$ cat src/source/glue_host_pkg.sv
//====================
// Host glue definitions
// Status word bit map, download index codes,
// OSD menu mask layout and SDRAM channel widths
//====================

package glue_host_pkg;

   //====================
   // OSD status word
   //====================
   localparam int STATUS_W = 64;

   typedef logic [STATUS_W-1:0] status_t;

   localparam int ST_RESET       = 0;
   // Aspect field is 2 bits wide, scale field 3 bits
   localparam int ST_ASPECT_LO   = 1;
   localparam int ST_SCALE_LO    = 3;
   localparam int ST_TAPE_REWIND = 9;
   localparam int ST_DETACH      = 10;
   localparam int ST_MOUNT_RESET = 12;
   localparam int ST_OSD_RESET   = 21;
   localparam int ST_TAPE_ADC    = 40;

   //====================
   // Downloads and menu
   //====================
   localparam int IOCTL_INDEX_W = 16;
   localparam int IDX_MASK_W    = 6;

   // CAS file slot in the OSD file menu
   localparam logic [IDX_MASK_W-1:0] IDX_CAS = 6'd5;

   localparam int MENU_W    = 16;
   localparam int FDD_SLOTS = 6;

   //====================
   // SDRAM channel
   //====================
   localparam int MEM_ADDR_W = 27;
   localparam int MEM_DATA_W = 8;

   localparam logic [MEM_DATA_W-1:0] MEM_IDLE_DATA = {MEM_DATA_W{1'b1}};

endpackage

$ cat src/source/glue_video_pkg.sv
//====================
// Video option definitions
// Field widths, aspect defaults and the
// 1080p crop setting for the HDMI scaler
//====================

package glue_video_pkg;

   localparam int ASPECT_W = 2;
   localparam int SCALE_W  = 3;

   // Aspect ratio and crop words toward the scaler
   localparam int AR_W = 12;

   // Original 4:3 picture
   localparam logic [AR_W-1:0] AR_DEFAULT_X = 12'd4;
   localparam logic [AR_W-1:0] AR_DEFAULT_Y = 12'd3;

   localparam int HDMI_SIZE_W = 12;

   localparam logic [HDMI_SIZE_W-1:0] HDMI_1080_W = 12'd1920;
   localparam logic [HDMI_SIZE_W-1:0] HDMI_1080_H = 12'd1080;

   // 216 lines gives integer scaling at 1080p
   localparam logic [AR_W-1:0] CROP_1080 = 12'd216;

endpackage

$ cat src/source/glue_control.sv
//====================
// Glue control
// Builds the hard and core resets, arms the
// cassette after a CAS download and drives
// the OSD menu mask
//====================
`timescale 1ns/1ps

module glue_control (
   input  logic                                    clock_bus,
   input  logic                                    rst,
   input  glue_host_pkg::status_t                  status,
   input  logic                                    upload_reset,
   input  logic                                    sd_img_mounted,
   input  logic                                    fdc_enable,
   input  logic                                    ioctl_download,
   input  logic [glue_host_pkg::IOCTL_INDEX_W-1:0] ioctl_index,
   input  logic                                    motor,
   input  logic                                    rom_a_hide,
   input  logic                                    rom_b_hide,
   input  logic                                    ocm_mode,
   input  logic [glue_host_pkg::FDD_SLOTS-1:0]     fdd_present,
   input  logic                                    sram_present,
   output logic                                    hard_reset,
   output logic                                    core_reset,
   output logic                                    play,
   output logic                                    rewind,
   output logic [glue_host_pkg::MENU_W-1:0]        menu_mask
);

   logic                             hard_terms;
   logic                             core_terms;
   logic                             is_cas;
   logic                             is_cas_d;
   logic                             cas_load;
   logic [glue_host_pkg::MENU_W-1:0] mask_next;

   //====================
   // Reset terms
   //====================
   assign hard_terms = rst || status[glue_host_pkg::ST_RESET] || upload_reset;

   // Mount reset only matters with the floppy controller present
   assign core_terms = hard_terms
                    || status[glue_host_pkg::ST_DETACH]
                    || status[glue_host_pkg::ST_OSD_RESET]
                    || (status[glue_host_pkg::ST_MOUNT_RESET] && sd_img_mounted && fdc_enable);

   always_ff @(posedge clock_bus) begin
      hard_reset <= hard_terms;
      core_reset <= core_terms;
   end

   //====================
   // Cassette
   //====================
   assign is_cas = ioctl_download
                && (ioctl_index[glue_host_pkg::IDX_MASK_W-1:0] == glue_host_pkg::IDX_CAS);

   // Arm on the trailing edge of a CAS download
   always_ff @(posedge clock_bus) begin
      if (rst || hard_reset) begin
         is_cas_d <= 1'b0;
         cas_load <= 1'b0;
      end else begin
         is_cas_d <= is_cas;
         if (is_cas_d && !is_cas) begin
            cas_load <= 1'b1;
         end
      end
   end

   // Tape runs while the motor relay is released
   assign play = !motor && cas_load;

   always_ff @(posedge clock_bus) begin
      rewind <= status[glue_host_pkg::ST_TAPE_REWIND] || is_cas || core_terms;
   end

   //====================
   // OSD menu mask
   //====================
   always_comb begin
      mask_next     = '0;
      mask_next[1]  = rom_a_hide || ocm_mode;
      mask_next[2]  = rom_b_hide || ocm_mode;
      mask_next[3]  = ocm_mode;
      mask_next[9:4] = fdd_present;
      mask_next[10] = !sram_present;
      mask_next[11] = status[glue_host_pkg::ST_TAPE_ADC];
   end

   always_ff @(posedge clock_bus) begin
      menu_mask <= mask_next;
   end

endmodule

$ cat src/source/msx_glue_top.sv
//====================
// MSX host glue top
// Connects reset and cassette control, SD card
// routing, SDRAM sharing and video option decode
//====================
`timescale 1ns/1ps

module msx_glue_top #(
   parameter int ACT_TIMEOUT = 1000000
) (
   input  logic                                    clock_bus,
   input  logic                                    rst,
   input  glue_host_pkg::status_t                  status,
   // Upload engine and OSD
   input  logic                                    upload_reset,
   input  logic                                    sd_img_mounted,
   input  logic                                    fdc_enable,
   input  logic                                    ioctl_download,
   input  logic [glue_host_pkg::IOCTL_INDEX_W-1:0] ioctl_index,
   input  logic                                    motor,
   input  logic                                    rom_a_hide,
   input  logic                                    rom_b_hide,
   input  logic                                    ocm_mode,
   input  logic [glue_host_pkg::FDD_SLOTS-1:0]     fdd_present,
   input  logic                                    sram_present,
   output logic                                    hard_reset,
   output logic                                    core_reset,
   output logic                                    play,
   output logic                                    rewind,
   output logic [glue_host_pkg::MENU_W-1:0]        menu_mask,
   // SD card
   input  logic [63:0]                             img_size,
   input  logic                                    spi_sck,
   input  logic                                    spi_mosi,
   input  logic                                    sd_miso,
   input  logic                                    vsd_miso,
   output logic                                    sd_cs,
   output logic                                    sd_sck,
   output logic                                    sd_mosi,
   output logic                                    miso_to_core,
   output logic                                    led_user,
   output logic [1:0]                              led_disk,
   // SDRAM channel
   input  logic                                    upload,
   input  logic [glue_host_pkg::MEM_ADDR_W-1:0]    up_addr,
   input  logic [glue_host_pkg::MEM_DATA_W-1:0]    up_data,
   input  logic                                    up_rnw,
   input  logic                                    up_cs,
   input  logic [glue_host_pkg::MEM_ADDR_W-1:0]    mx_addr,
   input  logic [glue_host_pkg::MEM_DATA_W-1:0]    mx_data,
   input  logic                                    mx_rnw,
   input  logic                                    mx_cs,
   input  logic [glue_host_pkg::MEM_DATA_W-1:0]    sdram_dout,
   input  logic                                    sdram_ready,
   output logic [glue_host_pkg::MEM_DATA_W-1:0]    up_q,
   output logic [glue_host_pkg::MEM_DATA_W-1:0]    mx_q,
   output logic                                    up_ready,
   output logic                                    mx_ready,
   output logic [glue_host_pkg::MEM_ADDR_W-1:0]    ch_addr,
   output logic [glue_host_pkg::MEM_DATA_W-1:0]    ch_din,
   output logic                                    ch_rnw,
   output logic                                    ch_req,
   // Video
   input  logic                                    forced_scandoubler,
   input  logic [glue_video_pkg::HDMI_SIZE_W-1:0]  hdmi_width,
   input  logic [glue_video_pkg::HDMI_SIZE_W-1:0]  hdmi_height,
   output logic [1:0]                              vga_sl,
   output logic                                    hq2x,
   output logic                                    scandoubler,
   output logic [glue_video_pkg::AR_W-1:0]         arx,
   output logic [glue_video_pkg::AR_W-1:0]         ary,
   output logic [glue_video_pkg::AR_W-1:0]         crop_size
);

   glue_control u_control (
      .clock_bus(clock_bus), .rst(rst), .status(status),
      .upload_reset(upload_reset), .sd_img_mounted(sd_img_mounted),
      .fdc_enable(fdc_enable), .ioctl_download(ioctl_download),
      .ioctl_index(ioctl_index), .motor(motor),
      .rom_a_hide(rom_a_hide), .rom_b_hide(rom_b_hide), .ocm_mode(ocm_mode),
      .fdd_present(fdd_present), .sram_present(sram_present),
      .hard_reset(hard_reset), .core_reset(core_reset),
      .play(play), .rewind(rewind), .menu_mask(menu_mask)
   );

   // Card routing returns to the physical card on hard reset
   sd_route #(
      .ACT_TIMEOUT(ACT_TIMEOUT)
   ) u_sd_route (
      .clock_bus(clock_bus), .hard_reset(hard_reset),
      .sd_img_mounted(sd_img_mounted), .img_size(img_size),
      .spi_sck(spi_sck), .spi_mosi(spi_mosi),
      .sd_miso(sd_miso), .vsd_miso(vsd_miso),
      .sd_cs(sd_cs), .sd_sck(sd_sck), .sd_mosi(sd_mosi),
      .miso_to_core(miso_to_core), .led_user(led_user), .led_disk(led_disk)
   );

   sdram_port_mux u_sdram_mux (
      .upload(upload),
      .up_addr(up_addr), .up_data(up_data), .up_rnw(up_rnw), .up_cs(up_cs),
      .mx_addr(mx_addr), .mx_data(mx_data), .mx_rnw(mx_rnw), .mx_cs(mx_cs),
      .sdram_dout(sdram_dout), .sdram_ready(sdram_ready),
      .up_q(up_q), .mx_q(mx_q), .up_ready(up_ready), .mx_ready(mx_ready),
      .ch_addr(ch_addr), .ch_din(ch_din), .ch_rnw(ch_rnw), .ch_req(ch_req)
   );

   video_option_decode u_video (
      .clock_bus(clock_bus), .rst(rst), .status(status),
      .forced_scandoubler(forced_scandoubler),
      .hdmi_width(hdmi_width), .hdmi_height(hdmi_height),
      .vga_sl(vga_sl), .hq2x(hq2x), .scandoubler(scandoubler),
      .arx(arx), .ary(ary), .crop_size(crop_size)
   );

endmodule

$ cat src/source/sd_route.sv
//====================
// SD card routing
// Picks the mounted card image or the physical
// SD pins and lights the disk LEDs on traffic
//====================
`timescale 1ns/1ps

module sd_route #(
   parameter int ACT_TIMEOUT = 1000000
) (
   input  logic        clock_bus,
   input  logic        hard_reset,
   input  logic        sd_img_mounted,
   input  logic [63:0] img_size,
   input  logic        spi_sck,
   input  logic        spi_mosi,
   input  logic        sd_miso,
   input  logic        vsd_miso,
   output logic        sd_cs,
   output logic        sd_sck,
   output logic        sd_mosi,
   output logic        miso_to_core,
   output logic        led_user,
   output logic [1:0]  led_disk
);

   localparam int CNT_W = $clog2(ACT_TIMEOUT + 1);

   logic             vsd_sel;
   logic             old_mosi;
   logic             old_miso;
   logic             spi_edge;
   logic             sd_act;
   logic [CNT_W-1:0] act_cnt;

   //====================
   // Card select
   //====================
   // An empty image falls back to the physical card
   always_ff @(posedge clock_bus) begin
      if (hard_reset) begin
         vsd_sel <= 1'b0;
      end else if (sd_img_mounted) begin
         vsd_sel <= |img_size;
      end
   end

   assign sd_cs        = vsd_sel;
   assign sd_sck       = spi_sck && !vsd_sel;
   assign sd_mosi      = spi_mosi && !vsd_sel;
   assign miso_to_core = vsd_sel ? vsd_miso : sd_miso;

   //====================
   // Activity timer
   //====================
   always_ff @(posedge clock_bus) begin
      old_mosi <= spi_mosi;
      old_miso <= miso_to_core;
   end

   assign spi_edge = (old_mosi ^ spi_mosi) || (old_miso ^ miso_to_core);

   // Saturates at ACT_TIMEOUT, which means idle
   always_ff @(posedge clock_bus) begin
      if (hard_reset) begin
         act_cnt <= CNT_W'(ACT_TIMEOUT);
      end else if (spi_edge) begin
         act_cnt <= '0;
      end else if (act_cnt < CNT_W'(ACT_TIMEOUT)) begin
         act_cnt <= act_cnt + 1'b1;
      end
   end

   assign sd_act = act_cnt < CNT_W'(ACT_TIMEOUT);

   // Upper disk LED bit hands control to this core
   assign led_user = vsd_sel && sd_act;
   assign led_disk = {1'b1, !vsd_sel && sd_act};

endmodule

$ cat src/source/sdram_port_mux.sv
//====================
// SDRAM port sharing
// The upload engine owns the channel while
// upload is high, the machine otherwise
//====================
`timescale 1ns/1ps

module sdram_port_mux (
   input  logic                                 upload,
   input  logic [glue_host_pkg::MEM_ADDR_W-1:0] up_addr,
   input  logic [glue_host_pkg::MEM_DATA_W-1:0] up_data,
   input  logic                                 up_rnw,
   input  logic                                 up_cs,
   input  logic [glue_host_pkg::MEM_ADDR_W-1:0] mx_addr,
   input  logic [glue_host_pkg::MEM_DATA_W-1:0] mx_data,
   input  logic                                 mx_rnw,
   input  logic                                 mx_cs,
   input  logic [glue_host_pkg::MEM_DATA_W-1:0] sdram_dout,
   input  logic                                 sdram_ready,
   output logic [glue_host_pkg::MEM_DATA_W-1:0] up_q,
   output logic [glue_host_pkg::MEM_DATA_W-1:0] mx_q,
   output logic                                 up_ready,
   output logic                                 mx_ready,
   output logic [glue_host_pkg::MEM_ADDR_W-1:0] ch_addr,
   output logic [glue_host_pkg::MEM_DATA_W-1:0] ch_din,
   output logic                                 ch_rnw,
   output logic                                 ch_req
);

   // Request side toward the controller
   assign ch_addr = upload ? up_addr : mx_addr;
   assign ch_din  = upload ? up_data : mx_data;
   assign ch_rnw  = upload ? up_rnw  : mx_rnw;
   assign ch_req  = upload ? up_cs   : mx_cs;

   // Unselected side reads an open bus
   assign up_q = up_cs ? sdram_dout : glue_host_pkg::MEM_IDLE_DATA;
   assign mx_q = mx_cs ? sdram_dout : glue_host_pkg::MEM_IDLE_DATA;

   assign up_ready = sdram_ready;
   assign mx_ready = sdram_ready;

endmodule

$ cat src/source/video_option_decode.sv
//====================
// Video option decode
// Scale, scanlines, aspect ratio and 1080p
// crop for the video mixer and scaler
//====================
`timescale 1ns/1ps

module video_option_decode (
   input  logic                                   clock_bus,
   input  logic                                   rst,
   input  glue_host_pkg::status_t                 status,
   input  logic                                   forced_scandoubler,
   input  logic [glue_video_pkg::HDMI_SIZE_W-1:0] hdmi_width,
   input  logic [glue_video_pkg::HDMI_SIZE_W-1:0] hdmi_height,
   output logic [1:0]                             vga_sl,
   output logic                                   hq2x,
   output logic                                   scandoubler,
   output logic [glue_video_pkg::AR_W-1:0]        arx,
   output logic [glue_video_pkg::AR_W-1:0]        ary,
   output logic [glue_video_pkg::AR_W-1:0]        crop_size
);

   logic [glue_video_pkg::SCALE_W-1:0]  scale;
   logic [glue_video_pkg::SCALE_W-1:0]  sl_level;
   logic [glue_video_pkg::ASPECT_W-1:0] aspect;
   logic [glue_video_pkg::ASPECT_W-1:0] aspect_m1;
   logic                                sd_next;
   logic                                is_1080p;

   assign scale  = status[glue_host_pkg::ST_SCALE_LO +: glue_video_pkg::SCALE_W];
   assign aspect = status[glue_host_pkg::ST_ASPECT_LO +: glue_video_pkg::ASPECT_W];

   // Level 0 is the plain picture, scanlines start at 2
   assign sl_level  = (scale != '0) ? scale - 1'b1 : '0;
   assign aspect_m1 = aspect - 1'b1;
   assign sd_next   = forced_scandoubler || (scale != '0);

   assign is_1080p = (hdmi_width == glue_video_pkg::HDMI_1080_W)
                  && (hdmi_height == glue_video_pkg::HDMI_1080_H);

   //====================
   // Output registers
   //====================
   always_ff @(posedge clock_bus) begin
      if (rst) begin
         vga_sl      <= '0;
         hq2x        <= 1'b0;
         scandoubler <= 1'b0;
         arx         <= glue_video_pkg::AR_DEFAULT_X;
         ary         <= glue_video_pkg::AR_DEFAULT_Y;
         crop_size   <= '0;
      end else begin
         vga_sl      <= sl_level[1:0];
         hq2x        <= (scale == glue_video_pkg::SCALE_W'(1));
         scandoubler <= sd_next;
         if (aspect == '0) begin
            arx <= glue_video_pkg::AR_DEFAULT_X;
            ary <= glue_video_pkg::AR_DEFAULT_Y;
         end else begin
            // Custom aspect slots are passed as an index
            arx <= glue_video_pkg::AR_W'(aspect_m1);
            ary <= '0;
         end
         crop_size <= (is_1080p && !sd_next) ? glue_video_pkg::CROP_1080 : '0;
      end
   end

endmodule

$ cat config.mk
export PLATFORM = sky130hd
export DESIGN_NAME = msx_glue_top
export DESIGN_NICKNAME = d
export VERILOG_FILES = /design/src/source/glue_host_pkg.sv /design/src/source/glue_video_pkg.sv /design/src/source/glue_control.sv /design/src/source/msx_glue_top.sv /design/src/source/sd_route.sv /design/src/source/sdram_port_mux.sv /design/src/source/video_option_decode.sv
export SDC_FILE = /design/constraint.sdc
export NUM_CORES = 1
export LEC_CHECK = 0
export BUFFER_PORTS_ARGS = -buffer_cell sky130_fd_sc_hd__buf_2
export CORE_AREA = 2 2 152 154
export DETAILED_ROUTE_END_ITERATION = 6
export DIE_AREA = 0 0 154 156
export GPL_TIMING_DRIVEN = 0
export MAX_ROUTING_LAYER = met4
export PLACE_DENSITY = 0.47
export SYNTH_ARGS = -nofsm -noshare
export SYNTH_HDL_FRONTEND = slang
export SYNTH_SLANG_ARGS = --single-unit
$ cat constraint.sdc
create_clock -name clock_bus -period 4.1 [get_ports clock_bus]
set_input_delay 0.205 -clock clock_bus [delete_from_list [all_inputs] [get_ports clock_bus]]
set_output_delay 0.205 -clock clock_bus [all_outputs]
set_load 0.005 [all_outputs]
==> flow_metrics.tcl, run 1 <==
set metrics [dict create \
    run_status "complete, no violations" \
    criticalPathCategory "reg2out" \
    grt_pass1_vias 3269 \
    grtUsageTotal 0.0916 \
    clock-sinks 47 \
    ir_worst_vdd_uv 152 \
    relSlewSlack 0.609 \
    synth_ff_type "dfxtp_1" \
    drtAntennaViolNets 0 \
    postCtsSetupBuffers 0 \
    maxCapViolCount 0 \
    cp.required_ns 3.89 \
    grt_max_degree 16 \
    overflow 0 \
    fin_crit_ns 2.05 \
    fillers 2474 \
    area_growth_pct 73.2 \
    die_w_um 154 \
    cts_tree "done" \
    hold_path_class "in2reg" \
    synth_top_area_frac 0.324 \
    finalCritPeriodShare 0.499 \
    synth_area_um2 2900 \
    rsz0062_at_grt "false" \
    drive_above_1_share 0.618 \
    grt_antenna_before_repair 1 \
    post_cts_resized 0 \
    post_drt_wl_per_cell_um 12.5 \
    ios 396 \
    dr.pass1.iters 4 \
    synth_cell_types 48 \
    routed_wl_mm 11.7 \
    synth_warnings 0 \
    start_kind "flop" \
    syn_avg_cell_area_um2 9.22 \
    synth-edff-count 0 \
    rows 55 \
    setup_viol 0 \
    slew_violations 0 \
    initial_core_util 0.130 \
    vias_per_cell 3.56 \
    yosysSeqAreaShare 0.324 \
    port_buffers 296 \
    final_hold_viol_count 0 \
    cts-root-buf "clkbuf_16" \
    worst_pin_slew_ns 0.586 \
    clk_path_buf_depth 2 \
    htree_levels 2 \
    crit_path_end_kind "output port" \
    drt-initial-drc-count 68 \
    numCtsBuffers 5 \
    fin_tns_setup_ns 0 \
    synth_cells 315 \
    die_h_um 156 \
    place_inst 927 \
    die_area_um2 24000 \
    clkSlewWorstSetupHoldPaths_ns 0.07 \
    crit_arrival_ns 1.84 \
    async_flop_share 0 \
    skew_ns 0.0121 \
    fmax_mhz 489 \
    p_leak_nw 2.47 \
    drc 0 \
    fin_cells 936 \
    grt_pass1_wl_mm 17.0 \
    pwr_density_cell_nw_per_um2 247 \
    yosysTopAreaCell "dfxtp_1" \
    worstPathMaxFanout 10 \
    via_count 3335 \
    hold_buffers 0 \
    dpl.hpwl_mm 10.3 \
    synth_seq_cells 47 \
    core_area_um2 22400 \
    fin_nets 927 \
    insertion_delay_ns 0.29 \
    place_congestion 0.750 \
    synth_area_leaders "dfxtp_1 32%, mux2_2 14%, buf_4 10%" \
]
==> worst max-delay path, cell delays in order (launching register included) <==
cell,delay (ns)
dfxtp_1,0.42
o31ai_1,0.13
a311oi_2,0.43
buf_2,0.32
nor2b_1,0.11
buf_2,0.15
==> placed cells by master, fill, tap and decap left out, types with 2 or more instances in the layout <==
cell	n
ha_1	4
nand2_1	12
xnor2_1	10
buf_4	40
a21oi_1	3
a21o_1	5
inv_1	6
nor2_1	24
nor2b_1	6
nor3_1	13
xor2_1	8
and3_1	2
buf_6	2
buf_2	298
nor4_2	2
nor4_1	18
nand3_1	5
nor4b_1	5
nand2b_1	17
clkbuf_16	5
or2_2	4
clkbuf_1	7
conb_1	33
nand4_1	6
dfxtp_1	47
mux2_2	37
nor3b_1	4
or3_1	3
==> cell usage after synthesis (4+ instances only) <==
master and count:
nor3_1 13, nand2_1 12, nand4_1 6, nor4_1 18, nor4b_1 5, mux2_2 37
nand2b_1 17, inv_1 6, nor2b_1 6, nor2_1 24, or2_2 4, xnor2_1 10
a21o_1 5, nand3_1 5, xor2_1 8, ha_1 4, buf_4 40, nor3b_1 4
clkbuf_1 7, dfxtp_1 47
==> report_power, final <==
group / internal [mW] / switching (mW)
Clock: 0.288 / 0.179
Sequential: 0.471 / 0.00719
Combinational: 0.177 / 0.122
Total: 0.936 / 0.308
==> state kept, by name, indices dropped and copies added (netlist names) <==
signal                cells
u_sd_route.act_cnt       20
u_control.menu_mask      11
u_video.arx               2
u_video.vga_sl            2
u_control.cas_load        1
u_control.core_reset      1
u_control.hard_reset      1
u_control.is_cas_d        1
u_control.rewind          1
u_sd_route.old_miso       1
u_sd_route.old_mosi       1
u_sd_route.sd_cs          1
u_video.ary               1
u_video.crop_size         1
u_video.hq2x              1
u_video.scandoubler       1
==> cell type report <==
| cell class | count | area, µm² | area share |
|---|---|---|---|
| plain buffers | 51 | 359 | 0.0714 |
| flip-flops and latches | 47 | 941 | 0.187 |
| multi-input cells | 242 | 1700 | 0.338 |
| diodes | 1 | 2.50 | 0.000498 |
| repair buffers | 296 | 1480 | 0.295 |
| well taps | 285 | 357 | 0.0709 |
| clock buffers | 5 | 125 | 0.0249 |
| inverters | 6 | 22.5 | 0.00448 |
| clock inverters | 3 | 43.8 | 0.00871 |
==> stage by stage <==
step	power (mW)	cell area, µm²	hold WS [ns]	utilization	worst slack (ns)
after floorplan	0.615	3020	0.233	-	2.42
after global routing	1.31	5030	0.00747	0.225	1.92
after detailed placement	0.790	4860	0.312	0.217	2.11
after CTS	1.26	5030	0.00937	0.225	1.99
after global placement	0.789	4860	0.308	0.217	2.08
final	1.24	5030	0.0164	0.225	2.05
==> layer usage <==
| metal | GRT usage | wire length (µm) | up-vias |
|---|---|---|---|
| met1 | 0.109 | 4840 | 1476 |
| li1 | - | - | 1701 |
| met4 | 0.0191 | 59 | 0 |
| met3 | 0.0222 | 896 | 5 |
| met5 | - | 0 | - |
| met2 | 0.158 | 5930 | 153 |
==> cell families after synthesis <==
kind of cell	share of synthesized area
mux	0.152
simple gates	0.280
compound gates	0.0379
other cells	0.00259
buf+inv	0.131
flops	0.324
xor+xnor	0.0543
fa+ha+maj	0.0172
==> worst paths after layout <==
check,from,to,slack [ns],cells past startpoint
hold / removal,fdd_present[0],u_control.menu_mask[4],0.02,1
hold reg to reg,u_control.is_cas_d,u_control.cas_load,0.50,2
setup reg to reg,u_sd_route.sd_cs,u_sd_route.act_cnt[16],2.12,6
setup / recovery,u_sd_route.act_cnt[9],led_user,2.05,5
Note: power is estimated with default switching activity, not from simulation.
==> run 2: changes to the inputs <==
--- a/config.mk
+++ b/config.mk
@@ -6,12 +6,12 @@
 export NUM_CORES = 1
 export LEC_CHECK = 0
 export BUFFER_PORTS_ARGS = -buffer_cell sky130_fd_sc_hd__buf_2
-export CORE_AREA = 2 2 152 154
+export CORE_AREA = 2 2 153 155
 export DETAILED_ROUTE_END_ITERATION = 6
-export DIE_AREA = 0 0 154 156
+export DIE_AREA = 0 0 155 157
 export GPL_TIMING_DRIVEN = 0
 export MAX_ROUTING_LAYER = met4
-export PLACE_DENSITY = 0.47
+export PLACE_DENSITY = 0.48
 export SYNTH_ARGS = -nofsm -noshare
 export SYNTH_HDL_FRONTEND = slang
 export SYNTH_SLANG_ARGS = --single-unit
==> constraint.sdc (replaced) <==
create_clock -name clock_bus -period 1.85 [get_ports clock_bus]
set_input_delay 0.0925 -clock clock_bus [delete_from_list [all_inputs] [get_ports clock_bus]]
set_output_delay 0.0925 -clock clock_bus [all_outputs]
set_load 0.005 [all_outputs]
==> run 2 against run 1 <==
Cell count increased by 1.6%. Highest routed layer unchanged. Clock skew is 0.0045 ns lower. Worst setup slack worse by 1.9 ns. Largest cell class unchanged. Clock-buffer cell count up 1. Register-to-register slack worse by 2.0 ns.
==> flow_metrics.tcl, run 2 (same netlist as run 1, synthesis figures left out) <==
set metrics [dict create \
    p_leak_nw 2.53 \
    dp_slack_ns -0.112 \
    fin_crit_ns 1.75 \
    run_status "complete, no violations" \
    criticalPathCategory "reg2reg" \
    top_register "u_sd_route.act_cnt" \
    overflow 0 \
    worstRegToRegCells 7 \
    hold_path_class "in2reg" \
    die_h_um 157 \
    grtUsageTotal 0.0933 \
    worstPathMaxFanout 10 \
    grt_pass1_wl_mm 17.3 \
    core_area_um2 22500 \
    final_hold_viol_count 0 \
    cts-root-buf "clkbuf_16" \
    dr.pass1.iters 4 \
    initial_core_util 0.129 \
    whs_path_depth 3 \
    crit_arrival_ns 1.93 \
    slew_violations 0 \
    finalWorstSetupSlack_ns 0.105 \
    die_area_um2 24300 \
    fin_tns_setup_ns 0 \
    clk_path_buf_depth 2 \
    ir_worst_vdd_uv 408 \
    stdcell_area_um2 5280 \
    drc 0 \
    place_area_um2 4860 \
    fin_nets 942 \
    fillers 2479 \
    area_growth_pct 81.6 \
    cp.required_ns 2.03 \
    drive_above_1_share 0.618 \
    top_regs "u_sd_route.act_cnt x20, u_control.menu_mask x11" \
    largest_register_ff_count 20 \
    r2r_slack_ns 0.10 \
    relSlewSlack 0.610 \
    place_inst 927 \
    grt_antenna_before_repair 1 \
    worst_pin_slew_ns 0.584 \
    cts_tree "done" \
    clock-sinks 47 \
    finalCritPeriodShare 0.943 \
    fin_cells 951 \
    crit-reg2reg-capture "u_sd_route.act_cnt[17]" \
    fmax_mhz 573 \
    die_w_um 155 \
    ios 396 \
    pwr_density_cell_nw_per_um2 554 \
    grt_pass1_vias 3346 \
    drt-initial-drc-count 109 \
    crit_path_end_kind "flop" \
    grt_max_degree 15 \
    start_kind "flop" \
    timing.rr.start "u_sd_route.act_cnt[7]" \
    rows 55 \
    layout_common_cells "296 x buf_2, 43 x dfxtp_1, 41 x buf_4, 37 x mux2_2, 33 x conb_1" \
    insertion_delay_ns 0.29 \
    skew_ns 0.00762 \
    numCtsBuffers 5 \
    htree_levels 2 \
    clkSlewWorstSetupHoldPaths_ns 0.07 \
    port_buffers 296 \
    whs_endpoint "u_control.core_reset" \
    layout_commonest_cell "buf_2" \
    dpl.hpwl_mm 10.4 \
    setup_viol 0 \
    drtAntennaViolNets 0 \
    post_drt_wl_per_cell_um 12.6 \
    place_congestion 0.811 \
    maxCapViolCount 0 \
    holdCritStartpoint "status[21]" \
    utilization 0.234 \
    vias_per_cell 3.63 \
    via_count 3449 \
    routed_wl_mm 12.0 \
]
run 2: final cells by class:
cell class                      count  area, µm²  share of cell area
Inverter                            6       22.5             0.00427
Clock inverter                      2       60.1              0.0114
Antenna cell                        1       2.50            0.000474
Timing Repair Buffer              312       1640               0.311
Buffer                             50        364              0.0690
Tap cell                          285        357              0.0676
Clock buffer                        6        129              0.0244
Multi-Input combinational cell    242       1750               0.332
Sequential cell                    47        946               0.179
run 2: layer usage:
metal,part of all wire,up-vias,GRT usage
met5,0,-,-
met4,0.013,0,0.0203
met3,0.082,11,0.0270
met2,0.53,159,0.169
met1,0.38,1548,0.101
li1,-,1731,-
run 2: repair_timing:
action                                 4_1_cts  5_1_grt
gates resized for setup                      4       12
setup buffers                                0        0
pin swaps                                    0        1
hold buffers                                16        0
endpoints found under the hold margin       16        0
setup endpoints to repair                   18       16
run 2: critical path, stage by stage, from the launching register on:
cell and delay, ns:
dfxtp_1 0.31, buf_6 0.13, o31ai_4 0.28, a311oi_4 0.17, buf_6 0.19, nor3b_1 0.27
xor2_1 0.10, a21o_1 0.18
run 2: worst max path at each step:
| stage | start | endpoint | slack, ns | depth (start not counted) |
|---|---|---|---|---|
| 2_1_floorplan | u_sd_route.sd_cs | u_sd_route.act_cnt[16] | 0.17 | 6 |
| 3_3_place_gp | u_sd_route.sd_cs | u_sd_route.act_cnt[16] | -0.1 | 6 |
| 3_5_place_dp | u_sd_route.sd_cs | u_sd_route.act_cnt[16] | -0.11 | 6 |
| 4_1_cts | u_sd_route.act_cnt[3] | u_sd_route.act_cnt[17] | 0.01 | 5 |
| 5_1_grt | u_sd_route.act_cnt[4] | u_sd_route.act_cnt[16] | -0.009 | 5 |
| 6_report | u_sd_route.act_cnt[7] | u_sd_route.act_cnt[17] | 0.10 | 7 |
run 2: metrics by stage:
stage / hold slack [ns] / total power [mW]
floorplan: 0.120 / 1.36
global placement: 0.195 / 1.75
detailed placement: 0.197 / 1.76
CTS: 0.00152 / 2.97
global route: 0.0261 / 3.09
finish: 0.0145 / 2.92
run 2: where the power goes:
group	switching, mW	internal (mW)
combinational	0.283	0.422
sequential	0.0169	1.05
clock	0.380	0.775
total	0.680	2.24
